### src/verilog/mipsIsaPkg.sv
package mipsIsaPkg;

    // Primary opcodes kept by the core
    typedef enum logic [5:0] {
        opSpecial = 6'd0,
        opJ       = 6'd2,
        opBeq     = 6'd4,
        opBne     = 6'd5,
        opAddiu   = 6'd9,
        opSlti    = 6'd10,
        opSltiu   = 6'd11,
        opAndi    = 6'd12,
        opOri     = 6'd13,
        opXori    = 6'd14,
        opLui     = 6'd15,
        opLw      = 6'd35,
        opSw      = 6'd43
    } opcodeE;

    // Function field of the SPECIAL opcode
    typedef enum logic [5:0] {
        fnSll  = 6'd0,
        fnSrl  = 6'd2,
        fnSra  = 6'd3,
        fnSllv = 6'd4,
        fnSrlv = 6'd6,
        fnSrav = 6'd7,
        fnJr   = 6'd8,
        fnAddu = 6'd33,
        fnSubu = 6'd35,
        fnAnd  = 6'd36,
        fnOr   = 6'd37,
        fnXor  = 6'd38,
        fnSlt  = 6'd42,
        fnSltu = 6'd43
    } functE;

    typedef logic [4:0] regIdxT;
    typedef logic [31:0] wordT;

    // Register format
    typedef struct packed {
        opcodeE opcode;
        regIdxT rs;
        regIdxT rt;
        regIdxT rd;
        logic [4:0] shamt;
        functE funct;
    } rFormatS;

    // Immediate format
    typedef struct packed {
        opcodeE opcode;
        regIdxT rs;
        regIdxT rt;
        logic [15:0] imm;
    } iFormatS;

    // Jump format
    typedef struct packed {
        opcodeE opcode;
        logic [25:0] target;
    } jFormatS;

    // One instruction word, three ways to read it
    typedef union packed {
        rFormatS r;
        iFormatS i;
        jFormatS j;
    } instrU;

endpackage
### src/verilog/mipsCpuPkg.sv
package mipsCpuPkg;

    // First fetch address after reset
    localparam mipsIsaPkg::wordT resetVector = 32'hBFC00000;
    // Jumping here stops the core
    localparam mipsIsaPkg::wordT haltAddress = 32'h00000000;
    // Result register shown on the top-level port
    localparam mipsIsaPkg::regIdxT regV0 = 5'd2;

    typedef enum logic [3:0] {
        aluAdd,
        aluSub,
        aluAnd,
        aluOr,
        aluXor,
        aluSlt,
        aluSltu,
        aluSll,
        aluSrl,
        aluSra,
        aluLui
    } aluOpE;

    // Decoded instruction, held stable for the whole instruction
    typedef struct packed {
        aluOpE aluOp;
        logic useImm;
        logic zeroExtImm;
        logic shiftByShamt;
        logic isLoad;
        logic isStore;
        logic isBranch;
        logic branchOnEqual;
        logic isJump;
        logic isJumpReg;
        logic regWrite;
        mipsIsaPkg::regIdxT destReg;
        mipsIsaPkg::regIdxT srcA;
        mipsIsaPkg::regIdxT srcB;
        logic [15:0] imm16;
        logic [25:0] target26;
        logic [4:0] shamt;
    } ctrlS;

    typedef enum logic [2:0] {
        stFetch,
        stDecode,
        stExecute,
        stMemory,
        stWriteback,
        stHalt
    } stateE;

    // Avalon master request
    typedef struct packed {
        mipsIsaPkg::wordT address;
        logic read;
        logic write;
        mipsIsaPkg::wordT writeData;
    } busReqS;

endpackage

### src/verilog/mipsCpuBus.sv
module mipsCpuBus (
    input  logic clk,
    input  logic reset,
    output logic active,
    output mipsIsaPkg::wordT registerV0,
    output mipsIsaPkg::wordT address,
    output logic write,
    output logic read,
    input  logic waitrequest,
    output mipsIsaPkg::wordT writeData,
    output logic [3:0] byteEnable,
    input  mipsIsaPkg::wordT readData
);
    import mipsIsaPkg::*;
    import mipsCpuPkg::*;

    busReqS busReq;
    instrU instr;
    ctrlS ctrl;
    wordT readA;
    wordT readB;
    wordT aluResult;
    wordT nextPc;
    wordT pc;
    logic regWriteEnable;
    wordT regWriteData;

    // Avalon master outputs, word accesses only
    assign address = busReq.address;
    assign read = busReq.read;
    assign write = busReq.write;
    assign writeData = busReq.writeData;
    assign byteEnable = 4'b1111;

    mipsSequencer seqInst (
        .clk(clk),
        .reset(reset),
        .active(active),
        .busReq(busReq),
        .waitrequest(waitrequest),
        .readData(readData),
        .instr(instr),
        .ctrl(ctrl),
        .aluResult(aluResult),
        .nextPc(nextPc),
        .storeData(readB),
        .pc(pc),
        .regWriteEnable(regWriteEnable),
        .regWriteData(regWriteData)
    );

    mipsDecoder decInst (
        .instr(instr),
        .ctrl(ctrl)
    );

    // Branch decision folded into nextPc
    mipsAlu aluInst (
        .ctrl(ctrl),
        .opA(readA),
        .opB(readB),
        .pc(pc),
        .result(aluResult),
        .branchTaken(),
        .nextPc(nextPc)
    );

    mipsRegFile regsInst (
        .clk(clk),
        .reset(reset),
        .readIdxA(ctrl.srcA),
        .readIdxB(ctrl.srcB),
        .readA(readA),
        .readB(readB),
        .writeEnable(regWriteEnable),
        .writeIdx(ctrl.destReg),
        .writeData(regWriteData),
        .registerV0(registerV0)
    );

endmodule

### src/verilog/mipsSequencer.sv
module mipsSequencer (
    input  logic clk,
    input  logic reset,
    output logic active,
    output mipsCpuPkg::busReqS busReq,
    input  logic waitrequest,
    input  mipsIsaPkg::wordT readData,
    output mipsIsaPkg::instrU instr,
    input  mipsCpuPkg::ctrlS ctrl,
    input  mipsIsaPkg::wordT aluResult,
    input  mipsIsaPkg::wordT nextPc,
    input  mipsIsaPkg::wordT storeData,
    output mipsIsaPkg::wordT pc,
    output logic regWriteEnable,
    output mipsIsaPkg::wordT regWriteData
);
    import mipsIsaPkg::*;
    import mipsCpuPkg::*;

    stateE state;
    wordT loadWord;
    logic isFlow;
    logic advance;

    // Bus is little-endian, instruction stream big-endian
    function automatic wordT byteSwap(input wordT word);
        return {word[7:0], word[15:8], word[23:16], word[31:24]};
    endfunction

    assign isFlow = ctrl.isBranch | ctrl.isJump | ctrl.isJumpReg;

    // Last cycle of the instruction, PC takes nextPc
    always_comb begin
        case (state)
            stExecute:   advance = isFlow;
            stMemory:    advance = ctrl.isStore & ~waitrequest;
            stWriteback: advance = 1'b1;
            default:     advance = 1'b0;
        endcase
    end

    // Register write at the edge ending writeback
    assign regWriteEnable = (state == stWriteback) & ctrl.regWrite;
    assign regWriteData = ctrl.isLoad ? loadWord : aluResult;

    always_ff @(posedge clk) begin
        if (reset) begin
            state <= stFetch;
            pc <= resetVector;
            active <= 1'b1;
            busReq.read <= 1'b0;
            busReq.write <= 1'b0;
        end else if (advance) begin
            pc <= nextPc;
            busReq.write <= 1'b0;
            busReq.address <= nextPc;
            if (nextPc == haltAddress) begin
                state <= stHalt;
                busReq.read <= 1'b0;
            end else begin
                // Next fetch goes out with the state change
                state <= stFetch;
                busReq.read <= 1'b1;
            end
        end else begin
            case (state)
                stFetch: begin
                    if (!busReq.read) begin
                        // Only the first fetch after reset lands here
                        busReq.read <= 1'b1;
                        busReq.address <= pc;
                    end else if (!waitrequest) begin
                        instr <= byteSwap(readData);
                        busReq.read <= 1'b0;
                        state <= stDecode;
                    end
                end
                // Register file settles on the new indexes
                stDecode: state <= stExecute;
                stExecute: begin
                    if (ctrl.isLoad || ctrl.isStore) begin
                        busReq.address <= aluResult;
                        busReq.read <= ctrl.isLoad;
                        busReq.write <= ctrl.isStore;
                        busReq.writeData <= byteSwap(storeData);
                        state <= stMemory;
                    end else begin
                        state <= stWriteback;
                    end
                end
                stMemory: begin
                    // Loads only, store completion is an advance
                    if (!waitrequest) begin
                        loadWord <= byteSwap(readData);
                        busReq.read <= 1'b0;
                        state <= stWriteback;
                    end
                end
                stHalt: active <= 1'b0;
                default: state <= stHalt;
            endcase
        end
    end

endmodule

### src/verilog/mipsRegFile.sv
module mipsRegFile (
    input  logic clk,
    input  logic reset,
    input  mipsIsaPkg::regIdxT readIdxA,
    input  mipsIsaPkg::regIdxT readIdxB,
    output mipsIsaPkg::wordT readA,
    output mipsIsaPkg::wordT readB,
    input  logic writeEnable,
    input  mipsIsaPkg::regIdxT writeIdx,
    input  mipsIsaPkg::wordT writeData,
    output mipsIsaPkg::wordT registerV0
);
    import mipsIsaPkg::*;
    import mipsCpuPkg::*;

    wordT regs [32];

    always_ff @(posedge clk) begin
        if (reset) begin
            for (int i = 0; i < 32; i++) begin
                regs[i] <= '0;
            end
        end else if (writeEnable && (writeIdx != '0)) begin
            // Entry zero never written, stays zero
            regs[writeIdx] <= writeData;
        end
    end

    // Asynchronous read ports
    assign readA = regs[readIdxA];
    assign readB = regs[readIdxB];

    assign registerV0 = regs[regV0];

endmodule

### src/verilog/mipsAlu.sv
module mipsAlu (
    input  mipsCpuPkg::ctrlS ctrl,
    input  mipsIsaPkg::wordT opA,
    input  mipsIsaPkg::wordT opB,
    input  mipsIsaPkg::wordT pc,
    output mipsIsaPkg::wordT result,
    output logic branchTaken,
    output mipsIsaPkg::wordT nextPc
);
    import mipsIsaPkg::*;
    import mipsCpuPkg::*;

    wordT immExt;
    wordT operandB;
    wordT pcPlus4;
    wordT branchTarget;
    logic [4:0] shiftAmount;

    // Immediate extension
    assign immExt = ctrl.zeroExtImm ? {16'b0, ctrl.imm16}
        : {{16{ctrl.imm16[15]}}, ctrl.imm16};
    assign operandB = ctrl.useImm ? immExt : opB;

    // Shifts take rt, amount from shamt or low bits of rs
    assign shiftAmount = ctrl.shiftByShamt ? ctrl.shamt : opA[4:0];

    always_comb begin
        case (ctrl.aluOp)
            aluAdd:  result = opA + operandB;
            aluSub:  result = opA - operandB;
            aluAnd:  result = opA & operandB;
            aluOr:   result = opA | operandB;
            aluXor:  result = opA ^ operandB;
            aluSlt:  result = {31'b0, $signed(opA) < $signed(operandB)};
            // SLTIU still compares against the sign-extended immediate
            aluSltu: result = {31'b0, opA < operandB};
            aluSll:  result = opB << shiftAmount;
            aluSrl:  result = opB >> shiftAmount;
            aluSra:  result = $signed(opB) >>> shiftAmount;
            aluLui:  result = {ctrl.imm16, 16'b0};
            default: result = opA + operandB;
        endcase
    end

    // Compare registers directly, never the immediate
    assign branchTaken = ctrl.isBranch && ((opA == opB) == ctrl.branchOnEqual);

    assign pcPlus4 = pc + 32'd4;
    // Word offset relative to the following instruction
    assign branchTarget = pcPlus4 + {{14{ctrl.imm16[15]}}, ctrl.imm16, 2'b00};

    // No delay slot, redirect is immediate
    always_comb begin
        if (ctrl.isJumpReg) begin
            nextPc = opA;
        end else if (ctrl.isJump) begin
            nextPc = {pcPlus4[31:28], ctrl.target26, 2'b00};
        end else if (branchTaken) begin
            nextPc = branchTarget;
        end else begin
            nextPc = pcPlus4;
        end
    end

endmodule

### src/verilog/mipsDecoder.sv
module mipsDecoder (
    input  mipsIsaPkg::instrU instr,
    output mipsCpuPkg::ctrlS ctrl
);
    import mipsIsaPkg::*;
    import mipsCpuPkg::*;

    always_comb begin
        // Defaults give a no-op
        ctrl = '0;
        ctrl.aluOp = aluAdd;
        ctrl.srcA = instr.r.rs;
        ctrl.srcB = instr.r.rt;
        ctrl.destReg = instr.r.rd;
        ctrl.shamt = instr.r.shamt;
        ctrl.imm16 = instr.i.imm;
        ctrl.target26 = instr.j.target;

        case (instr.r.opcode)
            opSpecial: begin
                ctrl.regWrite = 1'b1;
                case (instr.r.funct)
                    fnAddu: ctrl.aluOp = aluAdd;
                    fnSubu: ctrl.aluOp = aluSub;
                    fnAnd:  ctrl.aluOp = aluAnd;
                    fnOr:   ctrl.aluOp = aluOr;
                    fnXor:  ctrl.aluOp = aluXor;
                    fnSlt:  ctrl.aluOp = aluSlt;
                    fnSltu: ctrl.aluOp = aluSltu;
                    fnSllv: ctrl.aluOp = aluSll;
                    fnSrlv: ctrl.aluOp = aluSrl;
                    fnSrav: ctrl.aluOp = aluSra;
                    fnSll: begin
                        ctrl.aluOp = aluSll;
                        ctrl.shiftByShamt = 1'b1;
                    end
                    fnSrl: begin
                        ctrl.aluOp = aluSrl;
                        ctrl.shiftByShamt = 1'b1;
                    end
                    fnSra: begin
                        ctrl.aluOp = aluSra;
                        ctrl.shiftByShamt = 1'b1;
                    end
                    fnJr: begin
                        ctrl.isJumpReg = 1'b1;
                        ctrl.regWrite = 1'b0;
                    end
                    // Unknown function code
                    default: ctrl.regWrite = 1'b0;
                endcase
            end
            opAddiu, opSlti, opSltiu, opAndi, opOri, opXori, opLui: begin
                // I-type writes rt
                ctrl.destReg = instr.i.rt;
                ctrl.useImm = 1'b1;
                ctrl.regWrite = 1'b1;
                ctrl.zeroExtImm = (instr.i.opcode == opAndi) || (instr.i.opcode == opOri)
                    || (instr.i.opcode == opXori);
                case (instr.i.opcode)
                    opSlti:  ctrl.aluOp = aluSlt;
                    opSltiu: ctrl.aluOp = aluSltu;
                    opAndi:  ctrl.aluOp = aluAnd;
                    opOri:   ctrl.aluOp = aluOr;
                    opXori:  ctrl.aluOp = aluXor;
                    opLui:   ctrl.aluOp = aluLui;
                    default: ctrl.aluOp = aluAdd;
                endcase
            end
            opLw: begin
                ctrl.destReg = instr.i.rt;
                ctrl.useImm = 1'b1;
                ctrl.isLoad = 1'b1;
                ctrl.regWrite = 1'b1;
            end
            // Address only, rt is the data
            opSw: begin
                ctrl.useImm = 1'b1;
                ctrl.isStore = 1'b1;
            end
            opBeq: begin
                ctrl.isBranch = 1'b1;
                ctrl.branchOnEqual = 1'b1;
            end
            opBne: ctrl.isBranch = 1'b1;
            opJ: ctrl.isJump = 1'b1;
            default: ctrl.regWrite = 1'b0;
        endcase
    end

endmodule

### config.mk
export PLATFORM = sky130hd
export DESIGN_NAME = mipsCpuBus
export DESIGN_NICKNAME = d
export VERILOG_FILES = /design/src/verilog/mipsIsaPkg.sv /design/src/verilog/mipsCpuPkg.sv /design/src/verilog/mipsCpuBus.sv /design/src/verilog/mipsSequencer.sv /design/src/verilog/mipsRegFile.sv /design/src/verilog/mipsAlu.sv /design/src/verilog/mipsDecoder.sv
export SDC_FILE = /design/constraint.sdc
export NUM_CORES = 2
export LEC_CHECK = 0
export BUFFER_PORTS_ARGS = -buffer_cell sky130_fd_sc_hd__buf_2
export CAP_MARGIN = 40
export CORE_MARGIN = 2
export CORE_UTILIZATION = 35
export CTS_CLUSTER_SIZE = 24
export DETAILED_ROUTE_END_ITERATION = 10
export PLACE_DENSITY = 0.47
export SYNTH_ARGS = -nofsm -noshare
export SYNTH_HDL_FRONTEND = slang
export SYNTH_SLANG_ARGS = --single-unit
export TNS_END_PERCENT = 1
### constraint.sdc
create_clock -name clk -period 8.75 [get_ports clk]
set_clock_uncertainty 0.15 [all_clocks]
set_input_delay 0.4375 -clock clk [delete_from_list [all_inputs] [get_ports clk]]
set_output_delay 0.4375 -clock clk [all_outputs]
set_load 0.005 [all_outputs]
==> impl_results.html <==
<table>
<tr><th>Metric</th><th>Value</th></tr>
<tr><th colspan="2">Run status</th></tr>
<tr><td>Result of the run</td><td>finished, final reports clean</td></tr>
<tr><th colspan="2">Clocking</th></tr>
<tr><td>Clock Sinks</td><td>approximately 1,200</td></tr>
<tr><td>CTS H-tree lvls</td><td>4</td></tr>
<tr><td>Clock slew at the register clock pins of the worst setup and hold paths</td><td>~0.07 ns</td></tr>
<tr><td>Clock latency reported for the late side of the worst-skew pair</td><td>0.83 ns</td></tr>
<tr><td>TritonCTS clock tree</td><td>built</td></tr>
<tr><td>CTS max path bufs</td><td>3</td></tr>
<tr><td>Buffer cell driving the clock tree root</td><td>clkbuf_16</td></tr>
<tr><td>Hold buffer count at CTS</td><td>34</td></tr>
<tr><td>Post-CTS setup buffers</td><td>0</td></tr>
<tr><td>Resized cells post-CTS</td><td>0</td></tr>
<tr><td>Number of buffers created by CTS</td><td>~140</td></tr>
<tr><th colspan="2">Critical path</th></tr>
<tr><td>Worst setup SP type</td><td>flop</td></tr>
<tr><td>Stages on worst setup path</td><td>26</td></tr>
<tr><td>Kind of cell adding the most delay to the critical path</td><td>compound AO/OA/AOI/OAI gates</td></tr>
<tr><td>CP required</td><td>9.26 ns</td></tr>
<tr><td>Crit-path max cell delay</td><td>0.89 ns</td></tr>
<tr><td>Kind of end point of the critical path</td><td>flop</td></tr>
<tr><td>Worst-path maximum fanout</td><td>31</td></tr>
<tr><td>Type of the setup path with the least slack</td><td>reg2reg</td></tr>
<tr><td>Worst-case reg-to-reg path depth</td><td>26</td></tr>
<tr><td>Data arrival time of the worst path</td><td>~9 ns</td></tr>
<tr><td>Highest-delay cell along the critical path</td><td>a211oi_2</td></tr>
<tr><td>Crit path buf inv count</td><td>5</td></tr>
<tr><th colspan="2">Synthesis</th></tr>
<tr><td>Largest area contributor in the netlist</td><td>edfxtp_1</td></tr>
<tr><td>Post-Synthesis Cells</td><td>between 6,000 and 7,000</td></tr>
<tr><td>Count of unique library cells instantiated by Yosys</td><td>94</td></tr>
<tr><td>Area share of the leading cell type in the synthesized netlist</td><td>48.37%</td></tr>
<tr><td>Syn. warnings</td><td>0</td></tr>
<tr><td>Avg Synthesized Cell Area</td><td>11.00 um^2</td></tr>
<tr><td>Share of synthesized flip-flops with an asynchronous set or reset</td><td>0%</td></tr>
<tr><td>Sequential fraction of the synthesis area</td><td>about half</td></tr>
<tr><td>Leading register cell type out of synthesis</td><td>edfxtp_1</td></tr>
<tr><td>Yosys reg bits</td><td>roughly 1,200</td></tr>
<tr><td>Top area cells in the synthesized netlist</td><td>edfxtp_1 48%, mux2i_1 11%, nor2_1 6.9%</td></tr>
<tr><td>Combined area of all synthesized cells</td><td>0.07151 mm^2</td></tr>
<tr><td>Number of flops mapped to enable cells by yosys</td><td>about 1,200</td></tr>
<tr><th colspan="2">Layout</th></tr>
<tr><td>Most frequent standard cell in the layout excluding fill and tap cells</td><td>nor2_1</td></tr>
<tr><td>Number of nets at the end of the flow</td><td>~6,800</td></tr>
<tr><td>Fill cell total of the finished layout</td><td>around 19,000</td></tr>
<tr><td>Most frequent cells in the layout</td><td>1,315 x nor2_1, 1,152 x edfxtp_1, 731 x mux2i_1</td></tr>
<tr><td>Synthesis-to-finish area growth</td><td>13.89%</td></tr>
<tr><td>Utilization after layout</td><td>approximately two fifths</td></tr>
<tr><td>Share of cells above drive strength 1</td><td>16.23%</td></tr>
<tr><th colspan="2">GRT</th></tr>
<tr><td>Gr ovfl total</td><td>0</td></tr>
<tr><td>Via count of the first global-routing pass</td><td>between 50,000 and 60,000</td></tr>
<tr><td>All-layer global routing usage</td><td>~31%</td></tr>
<tr><td>Largest net degree at the start of global routing</td><td>100</td></tr>
<tr><td>Wire length of the first global-routing pass</td><td>about 460,000 um</td></tr>
<tr><td>Antenna violations before repair</td><td>14</td></tr>
<tr><th colspan="2">Place</th></tr>
<tr><td>Final HPWL DP</td><td>about 220,000 um</td></tr>
<tr><td>Final weighted congestion of routability-driven global placement</td><td>1.008</td></tr>
<tr><td>Count of input and output buffers</td><td>between 100 and 150</td></tr>
<tr><th colspan="2">Timing</th></tr>
<tr><td>Measured slew at the worst slew-check pin</td><td>~1 ns</td></tr>
<tr><td>Final hold violation count</td><td>0</td></tr>
<tr><td>Setup Viol. Count Final</td><td>0</td></tr>
<tr><td>Highest achievable clock rate</td><td>approximately 0.12 GHz</td></tr>
<tr><td>Worst slew margin relative to its limit</td><td>between 30% and 40%</td></tr>
<tr><td>Setup_tns</td><td>0 ns</td></tr>
<tr><td>Final critical delay including setup and external delays</td><td>roughly 8.3 ns</td></tr>
<tr><td>Count of final max-slew check failures</td><td>0</td></tr>
<tr><td>Setup repair after global routing missed its margin</td><td>false</td></tr>
<tr><td>Tcrit/Tclk final</td><td>roughly 95%</td></tr>
<tr><th colspan="2">Detailed routing</th></tr>
<tr><td>Drt first pass iters</td><td>7</td></tr>
<tr><td>Total wire length</td><td>330,900 um</td></tr>
<tr><td>Final antenna-violating net count</td><td>0</td></tr>
<tr><td>Vias per inst</td><td>just over 6</td></tr>
<tr><td>Residual DRC</td><td>0</td></tr>
<tr><td>Violation count after the first detailed-route iteration</td><td>7,789</td></tr>
<tr><td>Vias</td><td>~58,000</td></tr>
<tr><td>Detail-routed net length per standard cell</td><td>between 30 and 40 um</td></tr>
<tr><th colspan="2">Die</th></tr>
<tr><td>Area of the core</td><td>0.2027 mm^2</td></tr>
<tr><td>Initial Util</td><td>between 30% and 40%</td></tr>
<tr><td>Number of standard-cell rows in the floorplan</td><td>around 170</td></tr>
<tr><td>Vertical extent of the die</td><td>456.0 um</td></tr>
<tr><td>Die area</td><td>between 0.2 and 0.25 mm^2</td></tr>
<tr><td>Ports placed on the boundary</td><td>138</td></tr>
<tr><td>Chip width</td><td>approximately 460 um</td></tr>
<tr><th colspan="2">Min path</th></tr>
<tr><td>Worst Hold Depth</td><td>2</td></tr>
<tr><td>Type of the tightest min-delay check</td><td>in2reg</td></tr>
<tr><th colspan="2">Flow run</th></tr>
<tr><td>Max-cap violation count</td><td>0</td></tr>
<tr><th colspan="2">Power</th></tr>
<tr><td>Total power density per cell area</td><td>~320 mW/mm^2</td></tr>
<tr><td>Leak</td><td>0.03094 uW</td></tr>
<tr><td>Worst VDD drop</td><td>roughly 0.00025 V</td></tr>
</table>
-- cells by family (layout without fill, tap and decap cells) --
logic type / after synthesis / count (layout) / synth area share (%)
adder cells (fa/ha/maj): 129 / 129 / 2.288
XOR/XNOR: 101 / 101 / 1.237
other: 2 / 39 / 0.01050
flip-flops: 1200 / 1200 / 49.72
multiplexers: 1011 / 1011 / 17.97
AND/OR/NAND/NOR: 2120 / 2120 / 12.24
buffers and inverters: 723 / 887 / 4.731
AO/OA/AOI/OAI: 1215 / 1215 / 11.81
-- metrics by stage --
stage          cells  instance area, um^2  setup WS (ns)  hold WS [ns]  power, uW
6_report        9374                81450         0.4682        0.1911      25660
5_1_grt         9372                81450         0.3756        0.1891      26470
4_1_cts         9368                81420         0.7342        0.1470      25430
3_5_place_dp    9085                76710         0.7792        0.3121      19620
3_3_place_gp    9053                76170         0.8199        0.3120      19600
2_1_floorplan   6535                71640          2.325        0.2888      14000
-- flip-flops by register name (all words and copies together), names as in the netlist, named ones only --
register,cells
regsInst.regs,1024
seqInst.active,1
seqInst.busReq,66
seqInst.instr,32
seqInst.loadWord,32
seqInst.pc,32
seqInst.state,3
-- synth_stat cells (35+ instances only) --
library cell / number
a211oi_1: 57
a31oi_1: 35
mux2i_1: 753
xnor2_1: 71
mux2_2: 42
buf_2: 58
a22oi_1: 130
nand3_1: 47
buf_4: 41
buf_6: 38
o22ai_1: 53
a221o_1: 37
nor3_1: 59
o21ai_0: 198
edfxtp_1: 1152
inv_1: 124
a21oi_1: 263
and3_1: 41
mux4_2: 214
nor2b_1: 38
nand2_1: 467
ha_1: 126
nor2_1: 1321
dfxtp_1: 48
clkbuf_1: 416
a221oi_1: 166
-- metal layers --
metal | GRT usage [%] | vias to the layer above | wire length (um)
li1 | - | 24390 | -
met1 | 40.05 | 29954 | 131000
met2 | 48.77 | 3258 | 150400
met3 | 6.659 | 687 | 30300
met4 | 15.76 | 10 | 19120
met5 | 0 | - | 83
-- where the power goes --
group	internal (uW)	switching (uW)	leakage, uW
Combinational	3880	9170	0.0167
Sequential	6570	249	0.0121
Clock	3250	2540	0.00212
-- cell type report --
cell class                      instances  area, um^2  share of cell area (%)
Inverter                              126       475.5                  0.5837
Clock inverter                         70       569.3                  0.6989
Sequential cell                      1200       35570                   43.67
Clock buffer                          179        3799                   4.664
Tap cell                             2672        3343                   4.105
Antenna cell                            3       7.507                0.009217
Timing Repair Buffer                  512        4234                   5.198
Multi-Input combinational cell       4612       33450                   41.07
-- worst reg2reg max path, cell delays in order (launching register included) --
cell       delay, ns
dfxtp_4         0.77
buf_4           0.43
mux4_2          0.55
mux2i_1         0.21
o22ai_1         0.26
a211oi_2        0.89
nand2_1         0.23
o21a_1          0.22
ha_1            0.44
inv_1           0.14
a21oi_1         0.24
nor2_1          0.07
a211o_1         0.27
a21oi_1         0.24
or4_1           0.20
a31oi_1         0.17
a311oi_1        0.51
o2bb2ai_1       0.29
o21ba_2         0.20
inv_1           0.04
a22oi_1         0.13
nor2_1          0.05
a221oi_1        0.62
buf_4           0.27
mux2i_4         0.07
buf_4           0.28
nor2_1          0.22
-- final timing paths --
| path | endpoint | startpoint | slack [ns] |
|---|---|---|---|
| worst max-delay path | regsInst.regs[29][26] | flop | 0.47 |
| worst max register to register | regsInst.regs[29][26] | flop | 0.47 |
| worst min register to register | seqInst.active | seqInst.active | 0.32 |
| worst min-delay path | seqInst.loadWord[14] | readData[22] | 0.19 |
(Power assumes the default switching activity.)
